<file path="src/common/glb_cfg_pkg.sv">
/*
 * global buffer configuration chain definitions
 * widths, address field positions and the structs of the chain and leaf bus
 */
package glb_cfg_pkg;

    localparam int CFG_ADDR_WIDTH = 32;
    localparam int CFG_DATA_WIDTH = 32;

    // address split into tile select and register index
    localparam int TILE_SEL_LSB        = 8;
    localparam int TILE_SEL_ADDR_WIDTH = 4;
    localparam int REG_IDX_LSB         = 2;
    localparam int REG_IDX_WIDTH       = 6;

    // leaf decoder cycle codes
    localparam logic [1:0] LEAF_CYCLE_RD = 2'b10;
    localparam logic [1:0] LEAF_CYCLE_WR = 2'b00;

    // write request, west to east
    typedef struct packed {
        logic                      wr_en;
        logic                      wr_clk_en;
        logic [CFG_ADDR_WIDTH-1:0] wr_addr;
        logic [CFG_DATA_WIDTH-1:0] wr_data;
    } cfg_wr_t;

    // read request, west to east
    typedef struct packed {
        logic                      rd_en;
        logic                      rd_clk_en;
        logic [CFG_ADDR_WIDTH-1:0] rd_addr;
    } cfg_rd_req_t;

    // read response, east to west
    typedef struct packed {
        logic [CFG_DATA_WIDTH-1:0] rd_data;
        logic                      rd_data_valid;
    } cfg_rd_rsp_t;

    // router to register block
    typedef struct packed {
        logic [CFG_DATA_WIDTH-1:0] wr_data;
        logic [CFG_ADDR_WIDTH-1:0] addr;
        logic                      block_sel;
        logic                      valid;
        logic                      wr_dvld;
        logic [1:0]                cycle;
    } leaf_req_t;

    // register block back to router
    typedef struct packed {
        logic [CFG_DATA_WIDTH-1:0] rd_data;
        logic                      ack;
        logic                      nack;
    } leaf_rsp_t;

endpackage

</file>
<file path="src/glb_tile/glb_tile_cfg_regs.sv">
/*
 * global buffer tile register block
 * leaf decoder slave, writes in the request cycle, ack or nack two cycles later
 */
`timescale 1ns/1ps

module glb_tile_cfg_regs #(
    parameter int NUM_REGS = 8
) (
    input  logic                   clk,
    input  logic                   reset,
    input  glb_cfg_pkg::leaf_req_t leaf_req,
    output glb_cfg_pkg::leaf_rsp_t leaf_rsp
);

    localparam int IDX_W = (NUM_REGS > 1) ? $clog2(NUM_REGS) : 1;

    logic [glb_cfg_pkg::REG_IDX_WIDTH-1:0]  req_idx;
    logic                                   req_hit;
    logic                                   wr_fire;
    logic                                   rd_fire;
    logic [glb_cfg_pkg::CFG_DATA_WIDTH-1:0] regs [NUM_REGS];

    // first read stage
    logic                                   rd_pend;
    logic                                   rd_hit;
    logic [IDX_W-1:0]                       rd_idx;

    // decode of the leaf request
    always_comb begin
        req_idx = leaf_req.addr[glb_cfg_pkg::REG_IDX_LSB +: glb_cfg_pkg::REG_IDX_WIDTH];
        req_hit = int'(req_idx) < NUM_REGS;
        wr_fire = leaf_req.valid & leaf_req.block_sel & leaf_req.wr_dvld;
        rd_fire = leaf_req.valid & leaf_req.block_sel &
                  (leaf_req.cycle == glb_cfg_pkg::LEAF_CYCLE_RD);
    end

    // register array, out of range writes are dropped
    always_ff @(posedge clk or posedge reset) begin
        if (reset) begin
            for (int i = 0; i < NUM_REGS; i++) begin
                regs[i] <= '0;
            end
        end else if (wr_fire && req_hit) begin
            regs[req_idx[IDX_W-1:0]] <= leaf_req.wr_data;
        end
    end

    always_ff @(posedge clk or posedge reset) begin
        if (reset) begin
            rd_pend <= 1'b0;
            rd_hit  <= 1'b0;
            rd_idx  <= '0;
        end else begin
            rd_pend <= rd_fire;
            rd_hit  <= req_hit;
            rd_idx  <= req_idx[IDX_W-1:0];
        end
    end

    // second stage drives the response
    always_ff @(posedge clk or posedge reset) begin
        if (reset) begin
            leaf_rsp <= '0;
        end else begin
            leaf_rsp.ack  <= rd_pend & rd_hit;
            leaf_rsp.nack <= rd_pend & ~rd_hit;
            if (rd_pend && rd_hit) begin
                leaf_rsp.rd_data <= regs[rd_idx];
            end else begin
                leaf_rsp.rd_data <= '0;
            end
        end
    end

endmodule

</file>
<file path="src/glb_tile/glb_tile_cfg_ctrl.sv">
/*
 * global buffer tile configuration router
 * claims requests addressed to this tile, forwards the rest east
 * and returns read responses west
 */
`timescale 1ns/1ps

module glb_tile_cfg_ctrl #(
    parameter int TILE_ID = 0
) (
    input  logic                     clk,
    input  logic                     reset,
    input  glb_cfg_pkg::cfg_wr_t     wr_west,
    input  glb_cfg_pkg::cfg_rd_req_t rd_west,
    input  glb_cfg_pkg::cfg_rd_rsp_t rsp_east,
    input  glb_cfg_pkg::leaf_rsp_t   leaf_rsp,
    output glb_cfg_pkg::cfg_wr_t     wr_east,
    output glb_cfg_pkg::cfg_rd_req_t rd_east,
    output glb_cfg_pkg::cfg_rd_rsp_t rsp_west,
    output glb_cfg_pkg::leaf_req_t   leaf_req
);

    localparam logic [glb_cfg_pkg::TILE_SEL_ADDR_WIDTH-1:0] TILE_SEL =
        TILE_ID[glb_cfg_pkg::TILE_SEL_ADDR_WIDTH-1:0];

    logic                     wr_sel_match;
    logic                     rd_sel_match;
    logic                     rd_pend_d1;
    logic                     rd_pend_d2;
    glb_cfg_pkg::cfg_rd_rsp_t own_rsp;

    // tile select compare, independent of the strobes
    always_comb begin
        wr_sel_match = wr_west.wr_addr[glb_cfg_pkg::TILE_SEL_LSB +:
                                       glb_cfg_pkg::TILE_SEL_ADDR_WIDTH] == TILE_SEL;
        rd_sel_match = rd_west.rd_addr[glb_cfg_pkg::TILE_SEL_LSB +:
                                       glb_cfg_pkg::TILE_SEL_ADDR_WIDTH] == TILE_SEL;
    end

    // leaf request, read wins over write
    always_comb begin
        leaf_req = '0;
        if (rd_west.rd_en) begin
            leaf_req.addr      = rd_west.rd_addr;
            leaf_req.block_sel = rd_sel_match;
            leaf_req.valid     = 1'b1;
            leaf_req.wr_dvld   = 1'b0;
            leaf_req.cycle     = glb_cfg_pkg::LEAF_CYCLE_RD;
        end else if (wr_west.wr_en) begin
            leaf_req.wr_data   = wr_west.wr_data;
            leaf_req.addr      = wr_west.wr_addr;
            leaf_req.block_sel = wr_sel_match;
            leaf_req.valid     = 1'b1;
            leaf_req.wr_dvld   = 1'b1;
            leaf_req.cycle     = glb_cfg_pkg::LEAF_CYCLE_WR;
        end
    end

    // claimed reads, lined up with the leaf response two cycles later
    always_ff @(posedge clk or posedge reset) begin
        if (reset) begin
            rd_pend_d1 <= 1'b0;
            rd_pend_d2 <= 1'b0;
        end else begin
            rd_pend_d1 <= rd_west.rd_en & rd_sel_match;
            rd_pend_d2 <= rd_pend_d1;
        end
    end

    // capture of the local response
    always_ff @(posedge clk or posedge reset) begin
        if (reset) begin
            own_rsp <= '0;
        end else begin
            own_rsp.rd_data_valid <= rd_pend_d2 & (leaf_rsp.ack | leaf_rsp.nack);
            own_rsp.rd_data       <= rd_pend_d2 ? leaf_rsp.rd_data : '0;
        end
    end

    // write path east
    // the enable level itself always moves on so the next tile can follow it
    always_ff @(posedge clk or posedge reset) begin
        if (reset) begin
            wr_east <= '0;
        end else begin
            wr_east.wr_clk_en <= wr_west.wr_clk_en;
            if (wr_west.wr_clk_en) begin
                if (wr_west.wr_en && !wr_sel_match) begin
                    wr_east.wr_en   <= 1'b1;
                    wr_east.wr_addr <= wr_west.wr_addr;
                    wr_east.wr_data <= wr_west.wr_data;
                end else begin
                    wr_east.wr_en   <= 1'b0;
                    wr_east.wr_addr <= '0;
                    wr_east.wr_data <= '0;
                end
            end
        end
    end

    // read path east
    always_ff @(posedge clk or posedge reset) begin
        if (reset) begin
            rd_east <= '0;
        end else begin
            rd_east.rd_clk_en <= rd_west.rd_clk_en;
            if (rd_west.rd_clk_en) begin
                if (rd_west.rd_en && !rd_sel_match) begin
                    rd_east.rd_en   <= 1'b1;
                    rd_east.rd_addr <= rd_west.rd_addr;
                end else begin
                    rd_east.rd_en   <= 1'b0;
                    rd_east.rd_addr <= '0;
                end
            end
        end
    end

    // response path west, own data ahead of east traffic
    always_ff @(posedge clk or posedge reset) begin
        if (reset) begin
            rsp_west <= '0;
        end else if (rd_west.rd_clk_en) begin
            if (own_rsp.rd_data_valid) begin
                rsp_west <= own_rsp;
            end else begin
                rsp_west <= rsp_east;
            end
        end
    end

endmodule

</file>
<file path="src/glb_tile/glb_tile.sv">
/*
 * global buffer tile
 * configuration router plus its local register block
 */
`timescale 1ns/1ps

module glb_tile #(
    parameter int TILE_ID  = 0,
    parameter int NUM_REGS = 8
) (
    input  logic                     clk,
    input  logic                     reset,
    input  glb_cfg_pkg::cfg_wr_t     wr_west,
    input  glb_cfg_pkg::cfg_rd_req_t rd_west,
    input  glb_cfg_pkg::cfg_rd_rsp_t rsp_east,
    output glb_cfg_pkg::cfg_wr_t     wr_east,
    output glb_cfg_pkg::cfg_rd_req_t rd_east,
    output glb_cfg_pkg::cfg_rd_rsp_t rsp_west
);

    glb_cfg_pkg::leaf_req_t leaf_req;
    glb_cfg_pkg::leaf_rsp_t leaf_rsp;

    glb_tile_cfg_ctrl #(
        .TILE_ID(TILE_ID)
    ) glb_tile_cfg_ctrl_inst (
        .clk      (clk),
        .reset    (reset),
        .wr_west  (wr_west),
        .rd_west  (rd_west),
        .rsp_east (rsp_east),
        .leaf_rsp (leaf_rsp),
        .wr_east  (wr_east),
        .rd_east  (rd_east),
        .rsp_west (rsp_west),
        .leaf_req (leaf_req)
    );

    glb_tile_cfg_regs #(
        .NUM_REGS(NUM_REGS)
    ) glb_tile_cfg_regs_inst (
        .clk      (clk),
        .reset    (reset),
        .leaf_req (leaf_req),
        .leaf_rsp (leaf_rsp)
    );

endmodule

</file>
<file path="src/glb_cfg_chain.sv">
/*
 * global buffer configuration chain
 * row of tiles linked west to east, host on the west end
 */
`timescale 1ns/1ps

module glb_cfg_chain #(
    parameter int NUM_TILES = 4,
    parameter int NUM_REGS  = 8
) (
    input  logic                     clk,
    input  logic                     reset,
    input  glb_cfg_pkg::cfg_wr_t     cfg_wr_in,
    input  glb_cfg_pkg::cfg_rd_req_t cfg_rd_in,
    output glb_cfg_pkg::cfg_rd_rsp_t cfg_rsp_out,
    output glb_cfg_pkg::cfg_wr_t     cfg_wr_out,
    output glb_cfg_pkg::cfg_rd_req_t cfg_rd_out
);

    // index i is the west side of tile i
    glb_cfg_pkg::cfg_wr_t     wr_link  [NUM_TILES+1];
    glb_cfg_pkg::cfg_rd_req_t rd_link  [NUM_TILES+1];
    glb_cfg_pkg::cfg_rd_rsp_t rsp_link [NUM_TILES+1];

    assign wr_link[0]          = cfg_wr_in;
    assign rd_link[0]          = cfg_rd_in;
    assign rsp_link[NUM_TILES] = '0;
    assign cfg_rsp_out         = rsp_link[0];
    assign cfg_wr_out          = wr_link[NUM_TILES];
    assign cfg_rd_out          = rd_link[NUM_TILES];

    for (genvar i = 0; i < NUM_TILES; i++) begin : g_tile
        glb_tile #(
            .TILE_ID  (i),
            .NUM_REGS (NUM_REGS)
        ) glb_tile_inst (
            .clk      (clk),
            .reset    (reset),
            .wr_west  (wr_link[i]),
            .rd_west  (rd_link[i]),
            .rsp_east (rsp_link[i+1]),
            .wr_east  (wr_link[i+1]),
            .rd_east  (rd_link[i+1]),
            .rsp_west (rsp_link[i])
        );
    end

endmodule

</file>
<file path="config.mk">
export PLATFORM = sky130hd
export DESIGN_NAME = glb_cfg_chain
export DESIGN_NICKNAME = d
export VERILOG_FILES = /design/src/common/glb_cfg_pkg.sv /design/src/glb_tile/glb_tile_cfg_regs.sv /design/src/glb_tile/glb_tile_cfg_ctrl.sv /design/src/glb_tile/glb_tile.sv /design/src/glb_cfg_chain.sv
export SDC_FILE = /design/constraint.sdc
export NUM_CORES = 2
export LEC_CHECK = 0
export BUFFER_PORTS_ARGS = -buffer_cell sky130_fd_sc_hd__buf_4
export CAP_MARGIN = 5
export CORE_MARGIN = 3
export CORE_UTILIZATION = 30
export DETAILED_ROUTE_END_ITERATION = 6
export PLACE_DENSITY = 0.46
export SKIP_LAST_GASP = 1
export SLEW_MARGIN = 20
export SYNTH_ARGS = -nofsm -noshare
export SYNTH_HDL_FRONTEND = slang
export SYNTH_SLANG_ARGS = --single-unit
</file>
<file path="constraint.sdc">
create_clock -name clk -period 156.7 [get_ports clk]
set_input_delay 7.835 -clock clk [delete_from_list [all_inputs] [get_ports clk]]
set_output_delay 7.835 -clock clk [all_outputs]
set_load 0.01 [all_outputs]
</file>
==> impl_results.md <==
* Min-delay worst type: flop to flop
* Yosys cell types at around 60
* Clk buf depth at 3
* CP dominant cell by count: buf_4
* CP startpoint: reset
* Outcome: finished, final reports clean
* Row count at roughly 180
* Switching part of the total at 0.2450
* CP Max Fanout at 90
* # nets final at 6134
* Gate Count Post-Synth at ~5900
* Postcts setup bufs at 0
* Synthesized cell area at approximately 75000 sq um
* Worst-path clk slew at 0.06 ns
* Setup TNS after final layout at 0 ns
* Routability-driven placement congestion ratio at between 0.7 and 0.8
* Post-synth EDFFs at 0
* Initial core utilization at 0.3022
* Worst Reg2Reg Path Length in Cells at 6
* Final Skew at ~0.068 ns
* Tmin final at roughly 12 ns
* CP max stage delay at about 0.8 ns
* Root Driver: clkbuf_16
* HPWL after detailed placement at ~140000 um
* Non-Filler Instances at roughly 9500
* Fin Hold WS at ~0.35 ns
* Worst path arrival time at between 10 and 15 ns
* CTS tree: yes
* Clk pwr share at 0.467
* Initial antenna violation count at 19
* Boundary Pins at 235
* First-pass GRT wire length at about 340000 um
* Placed Cells at 9156
* Core area at 249300 sq um
* Slew Limit Fails at 0
* FMAX at 0.08577 GHz
* # hold bufs at CTS at 0
* DIE AREA at 257300 sq um
* Total clock sinks at 1852
* Power Internal at 780.5 uW
* R2R Setup Slk at between 150 and 200 ns
* Final Hold Violating Endpoints at 0
* Share of power burned in registers at 0.483
* Final WL at ~230000 um
* # DRC at 0
* RSZ-0062 raised after global routing: no
* Crit Path Class: input port to async pin
* CTS Buf Count at between 200 and 250
* Port Buf Inserts at around 230
* Via count at ~47000
* Crit end category: async pin
* Largest net degree at the start of global routing at 158
* WL/cell at around 24 um
* Worst-skew pair later-pin latency at 0.87 ns
* Layout cells sized above 1 at 0.2149
* Via density at roughly 5
* Most frequent cell after synthesis: dfrtp_1
* H-tree level count at 4
* DRT iter0 DRCs at ~3900
* Worst path cell trace: buf_4, inv_8, buf_4, buf_4, buf_4, buf_4, buf_4
* Final Cycle Share at 0.07440
* Vias in the first global route at about 48000
* Drt pass-1 iters at 5
* Avg Cell Area, Syn at around 13 sq um
* P_sw at roughly 250 uW
* Area leader, netlist: dfrtp_1
* Slew Limit Headroom at 0.2128
* Startpoint types: input port
* Top cells by count, synth: 1852 x dfrtp_1, 796 x nand2_1, 741 x o21ai_0, 341 x clkbuf_1, 298 x a22o_1
* Yosys Warn Count at 0
* Worst setup margin at about 150 ns
* Main synth FF type: dfrtp_1
* CP max-delay cell: buf_4
* Post-Syn Nets at approximately 6000
* Total grt overflow at 0
* # resized after CTS at 0
* Sequential fraction of the synthesis area at 0.6149
* Combinational power share at 0.050
* Die width at 507.2 um
* Peak supply drop at ~0.000011 V
* Required @ worst endpoint at between 150 and 200 ns
* Pwr per Cell Area at 11.83 nW/um^2
* Leakage Power at between 0.03 and 0.04 uW
* Die Y-Extent at around 510 um
* Syn-to-layout area delta at 15.94%
* Ys async rst share at 1.000
* Number of synthesized register bits at about 1900
* Max-cap viol count at 0
* Worst Tran Pin Value at roughly 1.2 ns
* Top cell type's share of synthesized area at 0.6149
* All-Layer GR Usage at 0.1765
* Worst slack, placed at roughly 140 ns
* Finish-stage setup viols at 0
* Top post-synthesis cells by area: dfrtp_1 61%, mux4_2 7.7%, o21ai_0 4.9%, nand2_1 4.0%, mux2_2 3.8%
* Routed Antenna Nets at 0
critical path: cells and delay by family:
| family | cells | cell delay [ns] |
|---|---|---|
| buffers and inverters | 7 | 4.36 |
cell usage in the layout (no fill, tap or decap), types with 46 or more instances in the layout:
cell,instances
inv_1,157
a22o_1,298
nand3_1,55
and2_1,226
mux2i_1,256
o21ai_0,738
clkbuf_8,46
clkbuf_1,59
nand2_1,790
clkbuf_16,202
nor2_1,238
mux2_2,253
mux4_2,256
a21oi_1,102
buf_4,332
dfrtp_1,1833
mux2_4,90
layout make-up:
type	count	area, sq um
antenna	11	27.53
clock buffer	307	5909
clock inverter	68	908.4
fill	24370	162000
inverter	165	626.9
multi-input combinational	3473	26740
sequential	1852	46380
tap	3330	4167
timing repair buffer	338	2619
how the worst min path moves through the flow:
stage | from | end | slack, ns | depth (start not counted)
after floorplan | flop | flop | 0.33 | 0
after global placement | flop | flop | 0.33 | 0
after detailed placement | flop | flop | 0.34 | 0
after CTS | flop | flop | 0.35 | 0
after global routing | flop | flop | 0.36 | 0
final | flop | flop | 0.35 | 0
logic make-up after synthesis:
| group | Yosys count | share of synthesized area |
|---|---|---|
| flip-flops | 1852 | 0.6149 |
| AND/OR/NAND/NOR | 1396 | 0.08313 |
| AO/OA/AOI/OAI | 1180 | 0.09516 |
| multiplexers | 897 | 0.1725 |
| buffers and inverters | 609 | 0.03427 |
state kept, by name, indices dropped and copies added, names as in the netlist:
name / count
g_tile.glb_tile_inst.glb_tile_cfg_regs_inst.rd_pend: 4
g_tile.glb_tile_inst.glb_tile_cfg_regs_inst.rd_hit: 4
g_tile.glb_tile_inst.glb_tile_cfg_ctrl_inst.wr_east: 264
g_tile.glb_tile_inst.glb_tile_cfg_regs_inst.regs: 1024
g_tile.glb_tile_inst.glb_tile_cfg_ctrl_inst.own_rsp: 132
g_tile.glb_tile_inst.glb_tile_cfg_ctrl_inst.rd_pend_d1: 4
g_tile.glb_tile_inst.glb_tile_cfg_regs_inst.rd_idx: 12
g_tile.glb_tile_inst.glb_tile_cfg_ctrl_inst.rd_pend_d2: 4
g_tile.glb_tile_inst.glb_tile_cfg_ctrl_inst.rd_east: 136
g_tile.glb_tile_inst.glb_tile_cfg_ctrl_inst.rsp_west: 132
g_tile.glb_tile_inst.glb_tile_cfg_regs_inst.leaf_rsp: 136
through the flow:
stage / power, uW / cell area (sq um) / utilization
2_1_floorplan: 534.6 / 75360 / -
3_3_place_gp: 560.2 / 80470 / 0.3227
3_5_place_dp: 560.9 / 80470 / 0.3227
4_1_cts: 1049 / 87290 / 0.3501
5_1_grt: 1074 / 87360 / 0.3504
6_report: 1034 / 87380 / 0.3504
routing by layer:
| layer | vias to the layer above | part of all wire | global-route usage |
|---|---|---|---|
| li1 | 20930 | - | - |
| met1 | 24240 | 0.48 | 0.2601 |
| met2 | 1122 | 0.44 | 0.2617 |
| met3 | 324 | 0.060 | 0.03898 |
| met4 | 16 | 0.025 | 0.04648 |
| met5 | - | 0.00046 | 0 |
power groups by stage:
stage	Combinational, uW	Clock (uW)	Sequential (uW)
6_report	51.8	483	499
5_1_grt	57.4	517	500
2_1_floorplan	32.2	0	502
3_5_place_dp	52.9	0	508
4_1_cts	53.0	497	499
3_3_place_gp	52.3	0	508
No activity file was read; power rests on OpenSTA's default activity.
